$ cat src/cpu_bus_pkg.sv
// main cpu bus definitions
`default_nettype none

package cpu_bus_pkg;

    typedef logic [15:0] cpu_word_t;
    typedef logic [22:0] cpu_addr_t;   // byte address >> 1
    typedef logic [23:0] byte_addr_t;  // full 68k byte address
    typedef logic [1:0]  byte_sel_t;   // [1] upper lane, [0] lower lane
    typedef logic [7:0]  sound_byte_t;

    typedef enum logic {
        PHASE_IDLE,
        PHASE_ACK
    } bus_phase_e;

    typedef enum logic [2:0] {
        REGION_NONE,
        REGION_SOUND_RAM,
        REGION_IO,
        REGION_PALETTE,
        REGION_TEXT
    } region_e;

    // memory map, byte addresses
    localparam byte_addr_t SOUND_RAM_BASE = 24'h218000;
    localparam byte_addr_t SOUND_RAM_SIZE = 24'h004000;
    localparam byte_addr_t IO_BASE        = 24'h21C000;
    localparam byte_addr_t IO_SIZE        = 24'h001000;
    localparam byte_addr_t VDP_BASE       = 24'h300000;
    localparam byte_addr_t VDP_SIZE       = 24'h000010;  // registers 0x0..0xD
    localparam byte_addr_t PALETTE_BASE   = 24'h400000;
    localparam byte_addr_t PALETTE_SIZE   = 24'h001000;
    localparam byte_addr_t TEXT_BASE      = 24'h500000;
    localparam byte_addr_t TEXT_SIZE      = 24'h002000;
    localparam byte_addr_t LATCH_BASE     = 24'h600000;
    localparam byte_addr_t LATCH_SIZE     = 24'h000010;

    // byte offsets inside IO_BASE
    localparam logic [11:0] PORT_P1     = 12'h020;
    localparam logic [11:0] PORT_P2     = 12'h024;
    localparam logic [11:0] PORT_SYS    = 12'h028;
    localparam logic [11:0] PORT_DSWA   = 12'h02C;
    localparam logic [11:0] PORT_DSWB   = 12'h030;
    localparam logic [11:0] PORT_VCOUNT = 12'h03C;

    // true when a word address falls inside [base, base+size)
    function automatic logic in_range(cpu_addr_t adr, byte_addr_t base, byte_addr_t size);
        byte_addr_t byte_adr;
        byte_adr = {adr, 1'b0};
        return (byte_adr >= base) && (byte_adr < base + size);
    endfunction

endpackage

`default_nettype wire

$ cat src/cpu_bus_if.sv
// decoded cpu access
`default_nettype none
`timescale 1ns/1ps

interface cpu_bus_if;
    import cpu_bus_pkg::*;

    logic      stb;    // single cycle, start of access
    logic      we;
    byte_sel_t sel;
    cpu_addr_t addr;   // region word offset, full address on io
    cpu_word_t wdata;
    cpu_word_t rdata;  // valid during the ack cycle

    modport host (output stb, we, sel, addr, wdata, input rdata);
    modport target (input stb, we, sel, addr, wdata, output rdata);

endinterface

`default_nettype wire

$ cat src/io_ports.sv
// io ports, sound latch and vdp strobes
`default_nettype none
`timescale 1ns/1ps

module io_ports (
    input  wire                    CLK96,
    input  wire                    RESET96,
    cpu_bus_if.target              bus,
    input  wire [8:0]              vcount,
    input  wire                    hsync,
    input  wire                    vsync,
    input  wire                    fblank,
    input  wire [7:0]              joy1,
    input  wire [7:0]              joy2,
    input  wire [1:0]              start,
    input  wire [1:0]              coin,
    input  wire                    service,
    input  wire                    dip_test,
    input  wire [7:0]              dipsw_a,
    input  wire [7:0]              dipsw_b,
    input  wire [7:0]              dipsw_c,
    input  wire cpu_bus_pkg::cpu_word_t vdp_dout,
    input  wire                    vdp_ack,
    output logic                   op_select_reg,
    output logic                   op_write_reg,
    output logic                   op_write_ram,
    output logic                   op_read_ram_h,
    output logic                   op_read_ram_l,
    output logic                   op_set_ram_ptr,
    output cpu_bus_pkg::sound_byte_t sound_latch,
    output logic                   sound_int
);
    import cpu_bus_pkg::*;

    byte_addr_t  byte_adr;
    logic [11:0] io_off;
    logic [3:0]  vdp_off;
    logic        in_io;
    logic        in_vdp;
    logic        in_latch;
    logic        vdp_start;
    logic        latch_wr;
    cpu_word_t   video_status;
    cpu_word_t   rd_mux;

    assign byte_adr = {bus.addr, 1'b0};
    assign io_off   = byte_adr[11:0];
    assign vdp_off  = byte_adr[3:0];

    assign in_io    = in_range(bus.addr, IO_BASE, IO_SIZE);
    assign in_vdp   = in_range(bus.addr, VDP_BASE, VDP_SIZE);
    assign in_latch = in_range(bus.addr, LATCH_BASE, LATCH_SIZE);

    assign vdp_start = bus.stb && in_vdp;
    assign latch_wr  = bus.stb && bus.we && in_latch;

    // sync flags on top, line count saturates past 255
    assign video_status = {hsync, vsync, 5'b11111, fblank,
                           vcount[8] ? 8'hFF : vcount[7:0]};

    always_comb begin
        rd_mux = '0;
        if (in_io) begin
            case (io_off)
                PORT_P1:     rd_mux = {2{~joy1}};  // board inputs are active low
                PORT_P2:     rd_mux = {2{~joy2}};
                PORT_SYS:    rd_mux = {dipsw_c, 1'b0, ~start[1], ~start[0], ~coin[1],
                                       ~coin[0], ~dip_test, 1'b0, ~service};
                PORT_DSWA:   rd_mux = {2{dipsw_a}};
                PORT_DSWB:   rd_mux = {2{dipsw_b}};
                PORT_VCOUNT: rd_mux = video_status;
                default:     rd_mux = '0;
            endcase
        end else if (in_vdp) begin
            rd_mux = vdp_dout;
        end
    end

    always_ff @(posedge CLK96) begin
        if (bus.stb) begin
            bus.rdata <= rd_mux;
        end
    end

    always_ff @(posedge CLK96) begin
        if (latch_wr) begin
            sound_latch <= bus.wdata[7:0];
        end
    end

    always_ff @(posedge CLK96 or posedge RESET96) begin
        if (RESET96) begin
            sound_int <= 1'b0;
        end else begin
            sound_int <= latch_wr;  // one cycle per latch write
        end
    end

    // command strobes hold until the vdp acknowledges
    always_ff @(posedge CLK96 or posedge RESET96) begin
        if (RESET96) begin
            op_select_reg  <= 1'b0;
            op_write_reg   <= 1'b0;
            op_write_ram   <= 1'b0;
            op_read_ram_h  <= 1'b0;
            op_read_ram_l  <= 1'b0;
            op_set_ram_ptr <= 1'b0;
        end else if (vdp_start) begin
            if (bus.we) begin
                case (vdp_off)
                    4'h0:       op_set_ram_ptr <= 1'b1;
                    4'h4, 4'h6: op_write_ram   <= 1'b1;
                    4'h8:       op_select_reg  <= 1'b1;
                    4'hC:       op_write_reg   <= 1'b1;
                    default:    ;
                endcase
            end else begin
                case (vdp_off)
                    4'h4:    op_read_ram_h <= 1'b1;
                    4'h6:    op_read_ram_l <= 1'b1;
                    default: ;
                endcase
            end
        end else if (vdp_ack) begin
            op_select_reg  <= 1'b0;
            op_write_reg   <= 1'b0;
            op_write_ram   <= 1'b0;
            op_read_ram_h  <= 1'b0;
            op_read_ram_l  <= 1'b0;
            op_set_ram_ptr <= 1'b0;
        end
    end

endmodule

`default_nettype wire

$ cat src/flat_wrapper.sv
// flat-port wrapper written by rule: the top's interface ports become plain ports
module io_ports_flat import cpu_bus_pkg::*;
  (CLK96, RESET96, vcount, hsync, vsync, fblank, joy1, joy2, start, coin, service, dip_test, dipsw_a, dipsw_b, dipsw_c, vdp_dout, vdp_ack, op_select_reg, op_write_reg, op_write_ram, op_read_ram_h, op_read_ram_l, op_set_ram_ptr, sound_latch, sound_int, bus_stb, bus_we, bus_sel, bus_addr, bus_wdata, bus_rdata);
  cpu_bus_if bus_i ();
  input  wire CLK96;
  input  wire RESET96;
  input  wire [8:0] vcount;
  input  wire hsync;
  input  wire vsync;
  input  wire fblank;
  input  wire [7:0] joy1;
  input  wire [7:0] joy2;
  input  wire [1:0] start;
  input  wire [1:0] coin;
  input  wire service;
  input  wire dip_test;
  input  wire [7:0] dipsw_a;
  input  wire [7:0] dipsw_b;
  input  wire [7:0] dipsw_c;
  input  wire cpu_bus_pkg::cpu_word_t vdp_dout;
  input  wire vdp_ack;
  output logic op_select_reg;
  output logic op_write_reg;
  output logic op_write_ram;
  output logic op_read_ram_h;
  output logic op_read_ram_l;
  output logic op_set_ram_ptr;
  output cpu_bus_pkg::sound_byte_t sound_latch;
  output logic sound_int;
  input wire logic [$bits(bus_i.stb)-1:0] bus_stb;
  input wire logic [$bits(bus_i.we)-1:0] bus_we;
  input wire logic [$bits(bus_i.sel)-1:0] bus_sel;
  input wire logic [$bits(bus_i.addr)-1:0] bus_addr;
  input wire logic [$bits(bus_i.wdata)-1:0] bus_wdata;
  output wire logic [$bits(bus_i.rdata)-1:0] bus_rdata;
  assign bus_i.stb = bus_stb;
  assign bus_i.we = bus_we;
  assign bus_i.sel = bus_sel;
  assign bus_i.addr = bus_addr;
  assign bus_i.wdata = bus_wdata;
  assign bus_rdata = bus_i.rdata;
  io_ports u_core (.CLK96(CLK96), .RESET96(RESET96), .bus(bus_i), .vcount(vcount), .hsync(hsync), .vsync(vsync), .fblank(fblank), .joy1(joy1), .joy2(joy2), .start(start), .coin(coin), .service(service), .dip_test(dip_test), .dipsw_a(dipsw_a), .dipsw_b(dipsw_b), .dipsw_c(dipsw_c), .vdp_dout(vdp_dout), .vdp_ack(vdp_ack), .op_select_reg(op_select_reg), .op_write_reg(op_write_reg), .op_write_ram(op_write_ram), .op_read_ram_h(op_read_ram_h), .op_read_ram_l(op_read_ram_l), .op_set_ram_ptr(op_set_ram_ptr), .sound_latch(sound_latch), .sound_int(sound_int));
endmodule
$ cat config.mk
export PLATFORM = sky130hd
export DESIGN_NAME = io_ports_flat
export DESIGN_NICKNAME = d
export VERILOG_FILES = /design/src/cpu_bus_pkg.sv /design/src/cpu_bus_if.sv /design/src/io_ports.sv /design/src/flat_wrapper.sv
export SDC_FILE = /design/constraint.sdc
export NUM_CORES = 1
export LEC_CHECK = 0
export BUFFER_PORTS_ARGS = -buffer_cell sky130_fd_sc_hd__clkbuf_2
export CAP_MARGIN = 30
export CORE_ASPECT_RATIO = 1.75
export CORE_MARGIN = 5
export CORE_UTILIZATION = 31
export CTS_BUF_LIST = sky130_fd_sc_hd__clkbuf_4 sky130_fd_sc_hd__clkbuf_8 sky130_fd_sc_hd__clkbuf_16
export DETAILED_ROUTE_END_ITERATION = 12
export PLACE_DENSITY = 0.72
export SETUP_SLACK_MARGIN = 0.2
export SLEW_MARGIN = 20
export SYNTH_ARGS = -nofsm -noshare
export SYNTH_HDL_FRONTEND = slang
export SYNTH_SLANG_ARGS = --single-unit
export TNS_END_PERCENT = 100
$ cat constraint.sdc
create_clock -name CLK96 -period 0.92 [get_ports CLK96]
set_input_delay 0.184 -clock CLK96 [delete_from_list [all_inputs] [get_ports CLK96]]
set_output_delay 0.184 -clock CLK96 [all_outputs]
set_load 0.01 [all_outputs]
==> impl_metrics.tcl <==
set metrics [dict create \
    grt_pass1_vias 2383 \
    setup_slack_ns -0.713 \
    cts.htree.levels 2 \
    ys_ff_latch 31 \
    regMostFlops "u_core.bus.rdata" \
    critPathArrivalTime_ns 1.76 \
    cts_tree "done" \
    clock_latency_ns 0.27 \
    overflow 0 \
    path_clk_slew_ns 0.07 \
    worst-setup-path-type "input pin to register" \
    drc_errors 0 \
    dieArea_um2 7830 \
    rsz0062_at_grt "yes" \
    status "finished, violations left" \
    postRouteAntennaNets 0 \
    io_buffer_count 140 \
    powerDensity_nw_per_um2 1040 \
    required_ns 1.05 \
    worstSetupStartpointType "input pin" \
    drtIter0Drc 75 \
    cap_viol_max_count 0 \
    worstMarginPinSlew_ns 0.539 \
    setup_violations 62 \
    p_seq_share_pct 43.9 \
    numCtsBuffers 5 \
    path_max_fanout 12 \
    fin_skew_ns 0 \
    hold_path_startpoint "bus_wdata[7]" \
    timing.rr.end "u_core.op_read_ram_l" \
    clkPwrFrac_pct 38.6 \
    hold_path.class "input pin to register" \
    fin_crit_sh_pct 178 \
    grt_max_degree 19 \
    initial_core_util_pct 31.9 \
    clockBufferDepth 2 \
    tns_ns -21.53 \
    period_needed_ns 1.63 \
    vias_per_cell 5.04 \
    reg_top3 "u_core.bus.rdata (16), u_core.sound_latch (8)" \
    critPathCaptureType "register" \
    violations "negative setup slack" \
    p_sw_share_pct 22.3 \
    max_freq_mhz 612 \
    path_cells "buf_6 > or3_4 > nand4bb_4 > or4b_4 > buf_12 > o21ai_2" \
    layout_commonest_cell "clkbuf_2" \
    wl_per_cell_um 16.5 \
    final_cell_mix "136 x clkbuf_2, 33 x buf_4, 24 x edfxtp_1" \
    maxSlewViolCount 0 \
    slowest_delay_ns 0.58 \
    grt_util_all_layers_pct 17.6 \
    pwr-share-comb_pct 17.5 \
    critPathLaunch "bus_addr[10]" \
    reg2regPathDepth 4 \
    synth_nets 315 \
    hold_end "u_core.sound_latch[7]" \
    dr.pass1.iters 4 \
    ys_seq_area_share_pct 47.3 \
    irDropWorstVdd_mv 0.537 \
    synth_area_um2 1890 \
    p_leak_nw 1.54 \
    wirelength_um 7500 \
    clock_tree.root_cell "clkbuf_8" \
    antenna_found_initial 0 \
    synthDistinctLibCells 38 \
    finalHoldViolations 0 \
    power.internal_mw 2.75 \
    area_delta_synth_final_pct 79.2 \
    die_x_um 69.1 \
    rrSetupSlack_ns -0.10 \
    p_sw_mw 0.789 \
    clock_sinks 31 \
    synthCells 195 \
    grt_pass1_wl_um 10900 \
    largest_reg_flops 16 \
    rows 37 \
    cpMaxStageDelayCell "or4b_4" \
    core-area_um2 5930 \
    utilization_pct 57.2 \
    maxSlewHeadroom_pct 63.5 \
    hpwlAfterDp_um 6020 \
    hold_depth 1 \
    io_pins 151 \
    gp_congestion 0.909 \
    yosysWarnings 0 \
    syn_avg_cell_area_um2 9.71 \
    drive_gt1_share_pct 63.1 \
    num_vias 2292 \
    nets 496 \
    die_y_um 113 \
    r2r-start "u_core.op_read_ram_l" \
    diodes 0 \
]
[critical path: cells and delay by family]
kind            cells  cell delay [ns]
simple gates        3             1.20
buf+inv             2             0.26
compound gates      1             0.13
[kinds of logic after synthesis]
logic type,synth area share (%)
flip-flops,47.3
buffers and inverters,4.43
XOR/XNOR,0.463
AND/OR/NAND/NOR,26.3
AO/OA/AOI/OAI,21.5
[what timing repair did]
action / 4_1_cts / 5_1_grt
pin swaps: 2 / 7
gates resized for setup: 15 / 32
gates cloned: 1 / 2
hold buffers: 1 / 0
endpoints found under the setup margin: 69 / 65
buffers inserted: 6 / 4
endpoints found under the hold margin: 7 / 0
[synth_stat cells]
library cell   n  area share [%]
edfxtp_1      24              38
a22o_1         4             1.9
o221ai_1       1            0.46
xor2_1         1            0.46
nor4_1         4             1.3
a41oi_1        2            0.93
and3b_1        1            0.46
nand4_1        1            0.33
o21ai_1       12             3.2
nand2b_1      11             3.6
dfrtp_1        7             9.3
nor4_2         2             1.3
buf_6          1            0.59
a211oi_1       5             2.0
and3_1         1            0.33
inv_1          8             1.6
nand2_1       21             4.2
nand3_1        6             1.6
nor4b_1        1            0.46
a31oi_1        7             2.3
or3b_2         2            0.93
or2_2          8             2.6
o2bb2ai_1      5             2.3
clkbuf_1       6             1.2
nor2b_1        4             1.3
or4_1          1            0.40
or3_1          1            0.33
or4b_4         2             1.5
nor3_1         6             1.6
o21ai_0        3            0.79
a221oi_1       6             2.8
a21oi_1       14             3.7
nor2_1         8             1.6
nor3b_1        1            0.40
or3_4          1            0.59
buf_2          4             1.1
o221a_2        2             1.2
nand4bb_4      1             1.5
[power groups by stage]
stage | Sequential, mW | Clock [mW] | Combinational (mW)
after floorplan | 1.60 | 0 | 0.144
after global placement | 1.58 | 0 | 0.565
after detailed placement | 1.58 | 0 | 0.572
after CTS | 1.55 | 1.38 | 0.591
after global routing | 1.56 | 1.46 | 0.669
final | 1.55 | 1.37 | 0.619
[through the flow]
step / worst slack [ns] / hold slack [ns] / total power [mW] / instance area, um^2 / cells
floorplan: -0.852 / -0.0126 / 1.75 / 1910 / 195
global placement: -1.00 / 0.0967 / 2.15 / 2930 / 433
detailed placement: -1.04 / 0.0984 / 2.16 / 2930 / 433
CTS: -0.678 / 0.0681 / 3.52 / 3190 / 449
global route: -0.751 / 0.0718 / 3.68 / 3390 / 455
finish: -0.713 / 0.0763 / 3.54 / 3390 / 455
[layer usage]
metal / vias to the layer above / track usage, % / wire length [um]
li1: 1107 / - / -
met1: 1064 / 17.4 / 2540
met2: 101 / 35.0 / 4360
met3: 20 / 1.68 / 302
met4: 0 / 9.52 / 306
met5: - / 0 / 0
[area by class of cell]
| type | instances | area (um^2) |
|---|---|---|
| fillers | 554 | 2530 |
| clock inverters | 2 | 35.0 |
| repair buffers | 185 | 1140 |
| inverters | 8 | 30.0 |
| multi-input cells | 145 | 1110 |
| well taps | 78 | 97.6 |
| clock buffers | 6 | 82.6 |
| flip-flops and latches | 31 | 896 |
[how the worst max path moves through the flow]
stage | depth (start not counted) | slack (ns) | end
after global routing | 6 | -0.75 | u_core.bus.rdata[4]
after detailed placement | 6 | -1.04 | u_core.bus.rdata[6]
after global placement | 6 | -1.00 | u_core.bus.rdata[2]
after CTS | 6 | -0.68 | u_core.bus.rdata[6]
after floorplan | 5 | -0.85 | u_core.bus.rdata[14]
final | 6 | -0.71 | u_core.bus.rdata[15]
No activity file was read; power rests on OpenSTA's default activity.
