--- src/cpu_bus_pkg.sv ---
// main cpu bus definitions
`default_nettype none

package cpu_bus_pkg;

    typedef logic [15:0] cpu_word_t;
    typedef logic [22:0] cpu_addr_t;   // byte address >> 1
    typedef logic [23:0] byte_addr_t;  // full 68k byte address
    typedef logic [1:0]  byte_sel_t;   // [1] upper lane, [0] lower lane
    typedef logic [7:0]  sound_byte_t;

    typedef enum logic {
        PHASE_IDLE,
        PHASE_ACK
    } bus_phase_e;

    typedef enum logic [2:0] {
        REGION_NONE,
        REGION_SOUND_RAM,
        REGION_IO,
        REGION_PALETTE,
        REGION_TEXT
    } region_e;

    // memory map, byte addresses
    localparam byte_addr_t SOUND_RAM_BASE = 24'h218000;
    localparam byte_addr_t SOUND_RAM_SIZE = 24'h004000;
    localparam byte_addr_t IO_BASE        = 24'h21C000;
    localparam byte_addr_t IO_SIZE        = 24'h001000;
    localparam byte_addr_t VDP_BASE       = 24'h300000;
    localparam byte_addr_t VDP_SIZE       = 24'h000010;  // registers 0x0..0xD
    localparam byte_addr_t PALETTE_BASE   = 24'h400000;
    localparam byte_addr_t PALETTE_SIZE   = 24'h001000;
    localparam byte_addr_t TEXT_BASE      = 24'h500000;
    localparam byte_addr_t TEXT_SIZE      = 24'h002000;
    localparam byte_addr_t LATCH_BASE     = 24'h600000;
    localparam byte_addr_t LATCH_SIZE     = 24'h000010;

    // byte offsets inside IO_BASE
    localparam logic [11:0] PORT_P1     = 12'h020;
    localparam logic [11:0] PORT_P2     = 12'h024;
    localparam logic [11:0] PORT_SYS    = 12'h028;
    localparam logic [11:0] PORT_DSWA   = 12'h02C;
    localparam logic [11:0] PORT_DSWB   = 12'h030;
    localparam logic [11:0] PORT_VCOUNT = 12'h03C;

    // true when a word address falls inside [base, base+size)
    function automatic logic in_range(cpu_addr_t adr, byte_addr_t base, byte_addr_t size);
        byte_addr_t byte_adr;
        byte_adr = {adr, 1'b0};
        return (byte_adr >= base) && (byte_adr < base + size);
    endfunction

endpackage

`default_nettype wire

--- src/cpu_bus_if.sv ---
// decoded cpu access
`default_nettype none
`timescale 1ns/1ps

interface cpu_bus_if;
    import cpu_bus_pkg::*;

    logic      stb;    // single cycle, start of access
    logic      we;
    byte_sel_t sel;
    cpu_addr_t addr;   // region word offset, full address on io
    cpu_word_t wdata;
    cpu_word_t rdata;  // valid during the ack cycle

    modport host (output stb, we, sel, addr, wdata, input rdata);
    modport target (input stb, we, sel, addr, wdata, output rdata);

endinterface

`default_nettype wire

--- src/main_bus_decoder.sv ---
// wishbone front end and region decode
`default_nettype none
`timescale 1ns/1ps

module main_bus_decoder (
    input  wire                    CLK96,
    input  wire                    RESET96,
    input  wire                    wb_cyc,
    input  wire                    wb_stb,
    input  wire                    wb_we,
    input  wire cpu_bus_pkg::cpu_addr_t wb_adr,
    input  wire cpu_bus_pkg::byte_sel_t wb_sel,
    input  wire cpu_bus_pkg::cpu_word_t wb_dat_w,
    output cpu_bus_pkg::cpu_word_t wb_dat_r,
    output logic                   wb_ack,
    cpu_bus_if.host                bus_sound,
    cpu_bus_if.host                bus_io,
    cpu_bus_if.host                bus_palette,
    cpu_bus_if.host                bus_text
);
    import cpu_bus_pkg::*;

    bus_phase_e phase;
    region_e    region_d;
    region_e    region_q;  // held through the ack cycle
    logic       start;

    assign start = wb_cyc && wb_stb && (phase == PHASE_IDLE);

    always_comb begin
        region_d = REGION_NONE;
        if (in_range(wb_adr, SOUND_RAM_BASE, SOUND_RAM_SIZE)) begin
            region_d = REGION_SOUND_RAM;
        end else if (in_range(wb_adr, IO_BASE, IO_SIZE) ||
                     in_range(wb_adr, VDP_BASE, VDP_SIZE) ||
                     in_range(wb_adr, LATCH_BASE, LATCH_SIZE)) begin
            region_d = REGION_IO;  // io_ports sorts these out itself
        end else if (in_range(wb_adr, PALETTE_BASE, PALETTE_SIZE)) begin
            region_d = REGION_PALETTE;
        end else if (in_range(wb_adr, TEXT_BASE, TEXT_SIZE)) begin
            region_d = REGION_TEXT;
        end
    end

    assign bus_sound.stb   = start && (region_d == REGION_SOUND_RAM);
    assign bus_sound.we    = wb_we;
    assign bus_sound.sel   = wb_sel;
    assign bus_sound.addr  = wb_adr - SOUND_RAM_BASE[23:1];
    assign bus_sound.wdata = wb_dat_w;

    assign bus_io.stb   = start && (region_d == REGION_IO);
    assign bus_io.we    = wb_we;
    assign bus_io.sel   = wb_sel;
    assign bus_io.addr  = wb_adr;  // full address, three ranges behind it
    assign bus_io.wdata = wb_dat_w;

    assign bus_palette.stb   = start && (region_d == REGION_PALETTE);
    assign bus_palette.we    = wb_we;
    assign bus_palette.sel   = wb_sel;
    assign bus_palette.addr  = wb_adr - PALETTE_BASE[23:1];
    assign bus_palette.wdata = wb_dat_w;

    assign bus_text.stb   = start && (region_d == REGION_TEXT);
    assign bus_text.we    = wb_we;
    assign bus_text.sel   = wb_sel;
    assign bus_text.addr  = wb_adr - TEXT_BASE[23:1];
    assign bus_text.wdata = wb_dat_w;

    always_ff @(posedge CLK96 or posedge RESET96) begin
        if (RESET96) begin
            phase    <= PHASE_IDLE;
            region_q <= REGION_NONE;
        end else begin
            case (phase)
                PHASE_IDLE: begin
                    if (start) begin
                        phase    <= PHASE_ACK;
                        region_q <= region_d;
                    end
                end
                PHASE_ACK: phase <= PHASE_IDLE;  // fixed one cycle latency
                default:   phase <= PHASE_IDLE;
            endcase
        end
    end

    assign wb_ack = (phase == PHASE_ACK);

    always_comb begin
        case (region_q)
            REGION_SOUND_RAM: wb_dat_r = {8'h00, bus_sound.rdata[7:0]};
            REGION_IO:        wb_dat_r = bus_io.rdata;
            REGION_PALETTE:   wb_dat_r = bus_palette.rdata;
            REGION_TEXT:      wb_dat_r = bus_text.rdata;
            default:          wb_dat_r = '0;  // unmapped reads zero
        endcase
    end

endmodule

`default_nettype wire

--- src/flat_wrapper.sv ---
// flat-port wrapper written by rule: the top's interface ports become plain ports
module main_bus_decoder_flat import cpu_bus_pkg::*;
  (CLK96, RESET96, wb_cyc, wb_stb, wb_we, wb_adr, wb_sel, wb_dat_w, wb_dat_r, wb_ack, bus_sound_stb, bus_sound_we, bus_sound_sel, bus_sound_addr, bus_sound_wdata, bus_sound_rdata, bus_io_stb, bus_io_we, bus_io_sel, bus_io_addr, bus_io_wdata, bus_io_rdata, bus_palette_stb, bus_palette_we, bus_palette_sel, bus_palette_addr, bus_palette_wdata, bus_palette_rdata, bus_text_stb, bus_text_we, bus_text_sel, bus_text_addr, bus_text_wdata, bus_text_rdata);
  cpu_bus_if bus_sound_i ();
  cpu_bus_if bus_io_i ();
  cpu_bus_if bus_palette_i ();
  cpu_bus_if bus_text_i ();
  input  wire CLK96;
  input  wire RESET96;
  input  wire wb_cyc;
  input  wire wb_stb;
  input  wire wb_we;
  input  wire cpu_bus_pkg::cpu_addr_t wb_adr;
  input  wire cpu_bus_pkg::byte_sel_t wb_sel;
  input  wire cpu_bus_pkg::cpu_word_t wb_dat_w;
  output cpu_bus_pkg::cpu_word_t wb_dat_r;
  output logic wb_ack;
  output wire logic [$bits(bus_sound_i.stb)-1:0] bus_sound_stb;
  output wire logic [$bits(bus_sound_i.we)-1:0] bus_sound_we;
  output wire logic [$bits(bus_sound_i.sel)-1:0] bus_sound_sel;
  output wire logic [$bits(bus_sound_i.addr)-1:0] bus_sound_addr;
  output wire logic [$bits(bus_sound_i.wdata)-1:0] bus_sound_wdata;
  input wire logic [$bits(bus_sound_i.rdata)-1:0] bus_sound_rdata;
  output wire logic [$bits(bus_io_i.stb)-1:0] bus_io_stb;
  output wire logic [$bits(bus_io_i.we)-1:0] bus_io_we;
  output wire logic [$bits(bus_io_i.sel)-1:0] bus_io_sel;
  output wire logic [$bits(bus_io_i.addr)-1:0] bus_io_addr;
  output wire logic [$bits(bus_io_i.wdata)-1:0] bus_io_wdata;
  input wire logic [$bits(bus_io_i.rdata)-1:0] bus_io_rdata;
  output wire logic [$bits(bus_palette_i.stb)-1:0] bus_palette_stb;
  output wire logic [$bits(bus_palette_i.we)-1:0] bus_palette_we;
  output wire logic [$bits(bus_palette_i.sel)-1:0] bus_palette_sel;
  output wire logic [$bits(bus_palette_i.addr)-1:0] bus_palette_addr;
  output wire logic [$bits(bus_palette_i.wdata)-1:0] bus_palette_wdata;
  input wire logic [$bits(bus_palette_i.rdata)-1:0] bus_palette_rdata;
  output wire logic [$bits(bus_text_i.stb)-1:0] bus_text_stb;
  output wire logic [$bits(bus_text_i.we)-1:0] bus_text_we;
  output wire logic [$bits(bus_text_i.sel)-1:0] bus_text_sel;
  output wire logic [$bits(bus_text_i.addr)-1:0] bus_text_addr;
  output wire logic [$bits(bus_text_i.wdata)-1:0] bus_text_wdata;
  input wire logic [$bits(bus_text_i.rdata)-1:0] bus_text_rdata;
  assign bus_sound_stb = bus_sound_i.stb;
  assign bus_sound_we = bus_sound_i.we;
  assign bus_sound_sel = bus_sound_i.sel;
  assign bus_sound_addr = bus_sound_i.addr;
  assign bus_sound_wdata = bus_sound_i.wdata;
  assign bus_sound_i.rdata = bus_sound_rdata;
  assign bus_io_stb = bus_io_i.stb;
  assign bus_io_we = bus_io_i.we;
  assign bus_io_sel = bus_io_i.sel;
  assign bus_io_addr = bus_io_i.addr;
  assign bus_io_wdata = bus_io_i.wdata;
  assign bus_io_i.rdata = bus_io_rdata;
  assign bus_palette_stb = bus_palette_i.stb;
  assign bus_palette_we = bus_palette_i.we;
  assign bus_palette_sel = bus_palette_i.sel;
  assign bus_palette_addr = bus_palette_i.addr;
  assign bus_palette_wdata = bus_palette_i.wdata;
  assign bus_palette_i.rdata = bus_palette_rdata;
  assign bus_text_stb = bus_text_i.stb;
  assign bus_text_we = bus_text_i.we;
  assign bus_text_sel = bus_text_i.sel;
  assign bus_text_addr = bus_text_i.addr;
  assign bus_text_wdata = bus_text_i.wdata;
  assign bus_text_i.rdata = bus_text_rdata;
  main_bus_decoder u_core (.CLK96(CLK96), .RESET96(RESET96), .wb_cyc(wb_cyc), .wb_stb(wb_stb), .wb_we(wb_we), .wb_adr(wb_adr), .wb_sel(wb_sel), .wb_dat_w(wb_dat_w), .wb_dat_r(wb_dat_r), .wb_ack(wb_ack), .bus_sound(bus_sound_i), .bus_io(bus_io_i), .bus_palette(bus_palette_i), .bus_text(bus_text_i));
endmodule
--- config.mk ---
export PLATFORM = sky130hd
export DESIGN_NAME = main_bus_decoder_flat
export DESIGN_NICKNAME = d
export VERILOG_FILES = /design/src/cpu_bus_pkg.sv /design/src/cpu_bus_if.sv /design/src/main_bus_decoder.sv /design/src/flat_wrapper.sv
export SDC_FILE = /design/constraint.sdc
export NUM_CORES = 1
export LEC_CHECK = 0
export ABC_AREA = 0
export BUFFER_PORTS_ARGS = -buffer_cell sky130_fd_sc_hd__buf_2
export CAP_MARGIN = 40
export CORE_AREA = 2 2 115 117
export DETAILED_ROUTE_END_ITERATION = 16
export DIE_AREA = 0 0 117 119
export SLEW_MARGIN = 10
export SYNTH_ARGS = -nofsm -noshare
export SYNTH_HDL_FRONTEND = slang
export SYNTH_SLANG_ARGS = --single-unit
--- constraint.sdc ---
create_clock -name CLK96 -period 2.05 [get_ports CLK96]
set_input_delay 0.41 -clock CLK96 [delete_from_list [all_inputs] [get_ports CLK96]]
set_output_delay 0.41 -clock CLK96 [all_outputs]
set_load 0.05 [all_outputs]
==> summary.txt, run 1 <==
Run status
  – Status: complete, but fails checks
  – Failing checks: negative setup slack

Global route
  – First-pass GRT wire length: 11240 um
  – Initial antenna violation count: 0
  – Largest net degree at the start of global routing: 16
  – Overall routing resource usage: 10.22%
  – Total congestion overflow: 0
  – Vias in the first global route: 2185

STA
  – Slew HR: 80.25%
  – Final worst slack: -282.7 ps
  – Hold violation count in the final report: 0
  – Worst Tran Pin Value: 294.1 ps
  – Maximum clock frequency: 0.4287 GHz
  – Period minus WS final: 2333 ps
  – Final setup viols: 4
  – Unrepaired setup endpoints after global routing: yes
  – Final number of max-transition violations: 0
  – Tcrit/Tclk final: 113.8%
  – Post-route clock skew: 1.151 ps

Critical path
  – Data required time at the worst endpoint: 1640 ps
  – CP peak stage delay: 330 ps
  – Startpoint type of the worst setup path: primary input
  – CP top delay family: compound AO/OA/AOI/OAI gates
  – Worst Path Max Fanout: 4
  – Slowest CP cell: a221o_1
  – CP cell instances: buf_2 -> ha_2 -> buf_4 -> a221o_1 -> a31oi_1 -> a32o_2 -> nor3b_4 -> buf_6
  – CP Buf/Inv Count: 3
  – Crit path DAT: 1920 ps
  – CP endpoint kind: output port
  – Kind of critical path: in -> out

Routing
  – Post-Route WL: 8087 um
  – # DRC: 0
  – Via/cell ratio: 3.900
  – Post-route antenna net violation count: 0
  – Vias: 2332
  – Wire per inst: 13.52 um
  – Drt first pass iters: 5
  – Initial drt markers: 82

Synth
  – Cells after Synth: 311
  – Cell Area, Synth: 0.002265 mm2
  – Netlist cell types: 40
  – Sequential share of the synthesized area: 4.420%
  – Avg Inst Size Synth: 7.282 um2
  – Asr flop ratio synth: 100.0%
  – Post-synth EDFFs: 0
  – Synth warn: 0
  – Post-synth net total: 431
  – Synth Register Bits: 4
  – Top_reg_cell synth: dfrtp_1

CTS
  – Clock Pin Slew Worst Setup and Hold Paths: 30 ps
  – Clk Tree Root Cell: clkbuf_16
  – H-tree Lvls: 1
  – CTS tree: done
  – Num CTS Buffers: 3
  – Worst-skew pair later-pin latency: 220 ps
  – Clk buf depth: 2
  – Clock Sinks: 4

Floorplanning
  – Core box area: 0.01287 mm2
  – Die height: 119 um
  – I/O pin total: 299
  – Die width: 117 um
  – Initial Util: 17.59%
  – Die area: 0.01392 mm2
  – Row Count: 42

Layout
  – Final Core Density: 27.16%
  – Commonest cells after routing, fill and taps aside: 167 x buf_2, 71 x buf_4, 18 x buf_6
  – Share of cells above drive strength 1: 78.20%
  – Filler Cells Inserted: 1408
  – Commonest non-fill, non-tap cell in the layout: buf_2
  – Fin nets: 544
  – Area delta synth->final: 54.42%
  – N_diodes: 0

Flow run
  – Max-Cap Viols: 0

Placement
  – PortBufs: 195
  – Gpl congestion: 0.8254
  – HPWL after DPL: 6941 um

Min path
  – HP Class: in -> async

Power
  – Final Power: 0.001848 W
  – Maximum vdd drop: 0.2308 mV
  – Lkg Pwr: 1.728 nW
  – Pwr dens: 528.5 mW/mm2
## synthesized netlist by cell type (5+ instances only)
master / number / area share, %
buf_4: 153 / 51
nand2_1: 19 / 3.1
a22oi_1: 15 / 5.0
o21ai_0: 11 / 2.4
ha_1: 10 / 5.5
inv_1: 10 / 1.7
clkbuf_1: 7 / 1.2
mux2i_1: 7 / 3.1
nor2_1: 7 / 1.2
o22ai_1: 7 / 1.9
xnor2_1: 7 / 2.7
a21oi_1: 5 / 1.1
## area by class of cell
cell class / instances / area (um2) / area share [%]
inverter: 10 / 52.55 / 1.503
timing repair buffer: 269 / 1749 / 50.02
sequential: 4 / 101.3 / 2.898
multi-input combinational: 136 / 1299 / 37.14
clock buffer: 3 / 75.07 / 2.147
tap: 176 / 220.2 / 6.297
## power by group
group	switching [W]	internal (W)	total, W	leakage, nW
sequential	0.0000115	0.0000881	0.0000996	0.0504
combinational	0.000964	0.000482	0.00145	1.64
clock	0.0000536	0.000249	0.000303	0.0370
## repair_timing
action,in CTS,in global routing
endpoints found under the hold margin,0,0
hold buffers,0,0
cloned,0,0
buffers inserted,8,3
resized for setup,58,31
pin swaps,18,11
endpoints found under the setup margin,12,24
## sequential cells by signal (all words and copies together) (netlist names)
name             count
u_core.wb_ack        1
u_core.region_q      3
## metal layers
layer	GRT usage (%)	up-vias	wire [um]
met1	11.61	1052	2989
li1	-	1127	-
met4	1.103	0	31
met2	20.63	149	4444
met3	0.9160	4	621
met5	0	-	0
## path summary, 6_finish.rpt
check | start | endpoint | slack (ps) | depth (start not counted)
max | wb_adr[20] | bus_io_stb | -280 | 8
min | RESET96 | u_core.region_q[2] | 60 | 2
max reg2reg | u_core.wb_ack | u_core.region_q[2] | 710 | 4
min reg2reg | u_core.region_q[2] | u_core.region_q[2] | 610 | 2
max in group asynchronous | RESET96 | u_core.region_q[1] | 1830 | 2
min in group CLK96 | u_core.region_q[2] | u_core.region_q[2] | 610 | 2
## through the flow
stage	setup TNS [ps]	worst slack [ps]	cell area, um2	cells	hold WS [ps]
global route	-1377	-404.6	3497	598	66.63
detailed placement	-2550	-539.4	3000	586	292.7
floorplan	-1423	-460.6	2450	311	176.1
global placement	-2683	-542.4	3000	586	290.8
finish	-974.0	-282.7	3497	598	57.99
CTS	-1088	-309.8	3376	596	58.31
## logic make-up (layout without fill, tap and decap cells)
| kind of cell | count (synthesis) | count (layout) | share of synthesized area, % |
|---|---|---|---|
| XOR/XNOR | 9 | 9 | 3.481 |
| multiplexers | 8 | 8 | 3.591 |
| adder cells (fa/ha/maj) | 10 | 10 | 5.525 |
| AO/OA/AOI/OAI | 51 | 51 | 14.97 |
| flip-flops | 4 | 4 | 4.420 |
| AND/OR/NAND/NOR | 58 | 58 | 14.31 |
| buffers and inverters | 171 | 282 | 53.70 |
(Power assumes the default switching activity.)
==> inputs of run 2 (changes only) <==
Settings changed: SKIP_CTS_REPAIR_TIMING from default to 1.
==> summary.txt, run 2 (synthesis gave the netlist of run 1 again) <==
Global route
  – Initial antenna violation count: 0 (unchanged)
  – Overall routing resource usage: 9.678% (was 10.22%)
  – First-pass GRT wire length: 10580 um (was 11240 um)
  – Vias in the first global route: 2070 (was 2185)
  – Largest net degree at the start of global routing: 16 (unchanged)
  – Total congestion overflow: 0 (unchanged)

Critical path
  – RR Endpoint: u_core.region_q[1] (was u_core.region_q[2])
  – Most frequent CP cell: buf_6
  – Worst Setup SP: wb_adr[19] (was wb_adr[20])
  – CP endpoint kind: output port (unchanged)
  – Data required time at the worst endpoint: 1640 ps (about the same)
  – Reg2reg path depth: 6 (was 4)
  – Kind of critical path: in -> out (unchanged)
  – Crit path DAT: 1950 ps (was 1920 ps)
  – Worst reg2reg startpoint: u_core.wb_ack (unchanged)
  – Startpoint type of the worst setup path: primary input (unchanged)
  – Worst Path Max Fanout: 4 (unchanged)
  – CP Buf/Inv Count: 4 (was 3)
  – Slowest CP cell: a32o_2 (was a221o_1)
  – CP cell instances: buf_8 -> clkinvlp_4 -> ha_4 -> and4_1 -> a41oi_2 -> o31ai_1 -> a32o_2 -> buf_6 -> nor3_4 -> buf_6 (was buf_2 -> ha_2 -> buf_4 -> a221o_1 -> a31oi_1 -> a32o_2 -> nor3b_4 -> buf_6)
  – Reg-to-reg slack, setup: 700 ps (was 710 ps)
  – Critical path depth: 10 (was 8)
  – CP Capture Point: bus_text_stb (was bus_io_stb)
  – CP top delay family: buffers and inverters (was compound AO/OA/AOI/OAI gates)
  – CP peak stage delay: 260 ps (was 330 ps)

STA
  – Hold violation count in the final report: 0 (unchanged)
  – Post-route clock skew: 1.938 ps (was 1.151 ps)
  – Worst Tran Pin Value: 292.0 ps (was 294.1 ps)
  – Final setup viols: 4 (unchanged)
  – Maximum clock frequency: 0.4232 GHz (was 0.4287 GHz)
  – Slew HR: 80.39% (was 80.25%)
  – Final worst slack: -312.8 ps (was -282.7 ps)
  – Final number of max-transition violations: 0 (unchanged)
  – Period minus WS final: 2363 ps (was 2333 ps)
  – Tcrit/Tclk final: 115.3% (was 113.8%)
  – Unrepaired setup endpoints after global routing: yes (unchanged)

Routing
  – Post-route antenna net violation count: 0 (unchanged)
  – Initial drt markers: 83 (was 82)
  – Wire per inst: 13.50 um (was 13.52 um)
  – Post-Route WL: 8006 um (was 8087 um)
  – Via/cell ratio: 3.867 (was 3.900)
  – # DRC: 0 (unchanged)
  – Vias: 2293 (was 2332)
  – Drt first pass iters: 4 (was 5)

Floorplanning
  – I/O pin total: 299 (unchanged)
  – Core box area: 0.01287 mm2 (unchanged)
  – Die width: 117 um (unchanged)
  – Row Count: 42 (unchanged)
  – Initial Util: 17.59% (unchanged)
  – Die height: 119 um (unchanged)
  – Die area: 0.01392 mm2 (unchanged)

Layout
  – Max FFs per register: 3 (unchanged)
  – N_diodes: 0 (unchanged)
  – Share of cells above drive strength 1: 78.18% (was 78.20%)
  – Commonest non-fill, non-tap cell in the layout: buf_2 (unchanged)
  – Commonest cells after routing, fill and taps aside: 169 x buf_2, 65 x buf_4, 20 x buf_6 (was 167 x buf_2, 71 x buf_4, 18 x buf_6)
  – Top reg by flops: u_core.region_q (unchanged)
  – Fin nets: 539 (was 544)
  – Filler Cells Inserted: 1404 (was 1408)
  – Final Core Density: 26.90% (was 27.16%)
  – Area delta synth->final: 52.93% (was 54.42%)

Placement
  – HPWL after DPL: 6941 um (unchanged)
  – PortBufs: 195 (unchanged)
  – Gpl congestion: 0.8254 (unchanged)

Power
  – Internal power: 0.0008096 W (was 0.0008188 W)
  – Final Power: 0.001836 W (was 0.001848 W)
  – Clock share of power: 16.5% (was 16.4%)
  – Sw Pwr: 0.001026 W (was 0.001030 W)
  – Sequential group share of total power: 5.4% (about the same)
  – Sw frac: 55.90% (was 55.70%)
  – Maximum vdd drop: 0.2276 mV (was 0.2308 mV)
  – Lkg Pwr: 1.703 nW (was 1.728 nW)
  – Comb pwr share: 78.1% (was 78.2%)
  – Pwr dens: 530.0 mW/mm2 (was 528.5 mW/mm2)

Run status
  – Status: complete, but fails checks (unchanged)
  – Failing checks: negative setup slack (unchanged)

CTS
  – Clk Tree Root Cell: clkbuf_16 (unchanged)
  – Num CTS Buffers: 3 (unchanged)
  – H-tree Lvls: 1 (unchanged)
  – Clock Pin Slew Worst Setup and Hold Paths: 30 ps (about the same)
  – Worst-skew pair later-pin latency: 220 ps (about the same)
  – CTS tree: done (unchanged)
  – Clk buf depth: 2 (unchanged)
  – Clock Sinks: 4 (unchanged)

Flow run
  – Max-Cap Viols: 0 (unchanged)

Min path
  – HP Class: in -> async (unchanged)
## run 2: changes by cell type in the layout (fill, tap and decap cells not counted), sizes merged
cell | previous run | this run
buf | 264 | 261
clkbuf | 8 | 6
## run 2: how the worst min path moves through the flow
stage                 start                  to  cells after the start
global route        RESET96  u_core.region_q[2]                      2
finish              RESET96  u_core.region_q[2]                      2
floorplan           RESET96  u_core.region_q[0]                      1
detailed placement  RESET96       u_core.wb_ack                      2
CTS                 RESET96  u_core.region_q[1]                      2
global placement    RESET96       u_core.wb_ack                      2
## run 2: worst register-to-register path: cells and delay by family, from the launching register on
kind / cells / cell delay [ps]
buf+inv: 2 / 290
flops: 1 / 350
compound gates: 1 / 90
simple gates: 3 / 500
## run 2: cell type report
| cell class | instances | area (um2) | share of cell area [%] |
|---|---|---|---|
| Timing Repair Buffer | 264 | 1702 | 49.13 |
| Multi-Input combinational cell | 136 | 1313 | 37.90 |
| Tap cell | 176 | 220.2 | 6.358 |
| Sequential cell | 4 | 101.3 | 2.926 |
| Clock buffer | 3 | 75.07 | 2.168 |
| Inverter | 10 | 52.55 | 1.517 |
## run 2: stage by stage
stage | hold WS [ps] | instance area [um2] | instances | setup TNS [ps] | setup slack, ps
after floorplan | 176.1 | 2450 | 311 | -1423 | -460.6
after global placement | 290.8 | 3000 | 586 | -2683 | -542.4
after detailed placement | 292.7 | 3000 | 586 | -2550 | -539.4
after CTS | 58.31 | 3075 | 589 | -2604 | -554.7
after global routing | 66.63 | 3463 | 593 | -1422 | -426.8
final | 56.33 | 3463 | 593 | -1048 | -312.8
## run 2: power by group through the flow
stage	Clock [W]	Combinational [W]	Sequential, W
global placement	0	0.00136	0.0000999
floorplan	0	0.00140	0.0000968
global route	0.000312	0.00151	0.000101
finish	0.000302	0.00143	0.0000995
detailed placement	0	0.00136	0.000100
CTS	0.000308	0.00137	0.0000991
## run 2: routing by layer
metal / up-vias / track usage, % / routed length (um)
met4: 0 / 1.103 / 2
met5: - / 0 / 0
li1: 1117 / - / -
met3: 2 / 1.069 / 608
met1: 1037 / 11.08 / 2984
met2: 137 / 19.26 / 4410
==> inputs of run 3 (changes only) <==
Settings changed: ABC_AREA 0 to 1, CORE_AREA 2 2 115 117 to 2 2 116 118, DIE_AREA 0 0 117 119 to 0 0 118 120.
==> summary.txt, run 3 <==
Run status
  – Status: complete, but fails checks (unchanged)
  – Failing checks: negative setup slack (unchanged)

Floorplanning
  – Die area: 0.01416 mm2 (was 0.01392 mm2)
  – Core box area: 0.01298 mm2 (was 0.01287 mm2)
  – Die width: 118 um (was 117 um)
  – Row Count: 42 (unchanged)
  – Die height: 120 um (was 119 um)
  – I/O pin total: 299 (unchanged)
  – Initial Util: 18.91% (was 17.59%)

Layout
  – Commonest non-fill, non-tap cell in the layout: buf_2 (unchanged)
  – Top reg by flops: u_core.region_q (unchanged)
  – Max FFs per register: 3 (unchanged)
  – Filler Cells Inserted: 1436 (was 1404)
  – Fin nets: 616 (was 539)
  – Share of cells above drive strength 1: 68.83% (was 78.18%)
  – Final Core Density: 27.08% (was 26.90%)
  – Area delta synth->final: 43.17% (was 52.93%)
  – Multi-input combinational cell area: 0.001340 mm2 (was 0.001313 mm2)
  – Commonest cells after routing, fill and taps aside: 172 x buf_2, 77 x nand2_1, 59 x buf_4 (was 169 x buf_2, 65 x buf_4, 20 x buf_6)
  – FF+latch area: 102.6 um2 (was 101.3 um2)

Synth
  – Sequential share of the synthesized area: 4.077% (was 4.420%)
  – Post-synth EDFFs: 0 (unchanged)
  – Synth warn: 0 (unchanged)
  – Synth top area cells: buf_4 47%, nand2_1 13%, ha_1 5.1%, inv_1 4.9%, dfrtp_1 4.1% (was buf_4 51%, ha_1 5.5%, a22oi_1 5.0%, dfrtp_1 4.4%, nand2_1 3.1%)
  – Synth Register Bits: 4 (unchanged)
  – Post-synth net total: 511 (was 431)
  – Avg Inst Size Synth: 6.278 um2 (was 7.282 um2)
  – Most common cell in the netlist: buf_4 (unchanged)
  – Top_reg_cell synth: dfrtp_1 (unchanged)
  – Netlist cell types: 25 (was 40)
  – Synth area leader: buf_4 (unchanged)
  – Post-synth top cells: 153 x buf_4, 84 x nand2_1, 32 x inv_1 (was 153 x buf_4, 19 x nand2_1, 15 x a22oi_1)
  – Cell Area, Synth: 0.002455 mm2 (was 0.002265 mm2)
  – Fraction of synthesized cell area taken by the top area cell type: 46.79% (was 50.72%)
  – Cells after Synth: 391 (was 311)
  – Asr flop ratio synth: 100.0% (unchanged)

Placement
  – PortBufs: 195 (unchanged)
  – HPWL after DPL: 7306 um (was 6941 um)
  – Gpl congestion: 0.7734 (was 0.8254)
  – Place WS: -265.8 ps (was -539.4 ps)

Critical path
  – Worst reg2reg startpoint: u_core.wb_ack (unchanged)
  – Worst Path Max Fanout: 3 (was 4)
  – Reg-to-reg slack, setup: 820 ps (was 700 ps)
  – Startpoint type of the worst setup path: primary input (unchanged)
  – CP endpoint kind: output port (unchanged)
  – RR Endpoint: u_core.region_q[2] (was u_core.region_q[1])
  – Crit path DAT: 1700 ps (was 1950 ps)
  – Kind of critical path: in -> out (unchanged)
  – Reg2reg path depth: 6 (unchanged)
  – Data required time at the worst endpoint: 1640 ps (about the same)

Power
  – Lkg Pwr: 1.854 nW (was 1.703 nW)
  – Maximum vdd drop: 0.2063 mV (was 0.2276 mV)
  – Pwr dens: 539.2 mW/mm2 (was 530.0 mW/mm2)

Min path
  – HP Class: in -> async (unchanged)

STA
  – Tcrit/Tclk final: 102.8% (was 115.3%)
  – Slew HR: 82.66% (was 80.39%)
  – Post-route clock skew: 1.699 ps (was 1.938 ps)
  – Worst Tran Pin Value: 261.9 ps (was 292.0 ps)
  – Hold violation count in the final report: 0 (unchanged)
  – Final number of max-transition violations: 0 (unchanged)
  – Final setup viols: 3 (was 4)
  – Final worst slack: -58.40 ps (was -312.8 ps)
  – Unrepaired setup endpoints after global routing: yes (unchanged)
  – Period minus WS final: 2108 ps (was 2363 ps)
  – Maximum clock frequency: 0.4743 GHz (was 0.4232 GHz)

Flow run
  – Max-Cap Viols: 0 (unchanged)

Routing
  – Post-Route WL: 8535 um (was 8006 um)
  – WL met2: 4427 um (was 4410 um)
  – Met1 WL: 3077 um (was 2984 um)
  – Via/cell ratio: 3.802 (was 3.867)
  – Top Metal Used: met4 (unchanged)
  – Vias: 2551 (was 2293)
  – Wire per inst: 12.72 um (was 13.50 um)
  – Post-route antenna net violation count: 0 (unchanged)
  – Initial drt markers: 44 (was 83)
  – Drt first pass iters: 5 (was 4)
  – # DRC: 0 (unchanged)
  – Met3 Routed Length: 973 um (was 608 um)

Global route
  – Initial antenna violation count: 1 (was 0)
  – Vias in the first global route: 2267 (was 2070)
  – First-pass GRT wire length: 11870 um (was 10580 um)
  – Total congestion overflow: 0 (unchanged)
  – Overall routing resource usage: 10.63% (was 9.678%)
  – Largest net degree at the start of global routing: 17 (was 16)

CTS
  – Clock Pin Slew Worst Setup and Hold Paths: 30 ps (about the same)
  – CTS tree: done (unchanged)
  – Num CTS Buffers: 3 (unchanged)
  – Worst-skew pair later-pin latency: 220 ps (about the same)
  – H-tree Lvls: 1 (unchanged)
  – Clock Sinks: 4 (unchanged)
  – Clk Tree Root Cell: clkbuf_16 (unchanged)
  – Clk buf depth: 2 (unchanged)
## run 3: cell families (layout without fill, tap and decap cells)
group	Yosys count	count (layout)	synth area share, %
adders and majority gates	10	10	5.097
DFF	4	4	4.078
xor gates and xnor gates	7	7	2.498
buffers and inverters	194	297	53.21
other	0	1	0
and+or+nand+nor	153	153	28.39
AOI/OAI and AO/OA	23	23	6.728
## run 3: power by group
part           switching (W)  internal, W  total (W)
logic                0.00102     0.000464    0.00148
registers          0.0000217    0.0000910   0.000113
clock network      0.0000528     0.000249   0.000302
total                0.00109     0.000804    0.00190
## run 3: worst max path at each step
| stage | slack [ps] | cells after the start | from | to |
|---|---|---|---|---|
| 2_1_floorplan | -200 | 9 | wb_adr[21] | bus_io_stb |
| 3_3_place_gp | -230 | 11 | wb_adr[21] | bus_io_stb |
| 3_5_place_dp | -270 | 11 | wb_adr[21] | bus_io_stb |
| 4_1_cts | -270 | 12 | wb_adr[21] | bus_text_stb |
| 5_1_grt | -150 | 12 | wb_adr[21] | bus_text_stb |
| 6_report | -60 | 12 | wb_adr[21] | bus_text_stb |
## run 3: worst max-delay path, cell delays in order
cell and delay, ps:
buf_8 90, clkinvlp_4 110, buf_6 140, ha_4 160, inv_4 70, nor3_4 40, nand3_2 90, nand2_2 60
inv_2 50, nand4_1 150, nor2_4 160, buf_8 150
## run 3: cell type report
type	count	share of cell area, %
inverter	38	4.628
multi-input combinational	193	38.13
timing repair buffer	255	45.71
timing repair inverter	1	0.1424
sequential	4	2.919
antenna	1	0.07120
tap	176	6.266
clock buffer	3	2.136
## run 3: routing by layer
layer | up-vias | GRT usage [%]
li1 | 1271 | -
met1 | 1112 | 11.17
met2 | 159 | 19.77
met3 | 9 | 5.038
met4 | 0 | 1.355
met5 | - | 0
## run 3: through the flow
step	setup TNS [ps]	cell area (um2)	hold slack (ps)	instances	power, W
floorplan	-761.2	2550	176.1	391	0.001495
global placement	-1023	3065	299.2	661	0.001490
detailed placement	-1111	3065	300.3	661	0.001492
CTS	-1551	3141	63.76	664	0.001804
global route	-408.5	3512	67.41	670	0.001995
finish	-138.3	3515	61.06	671	0.001895
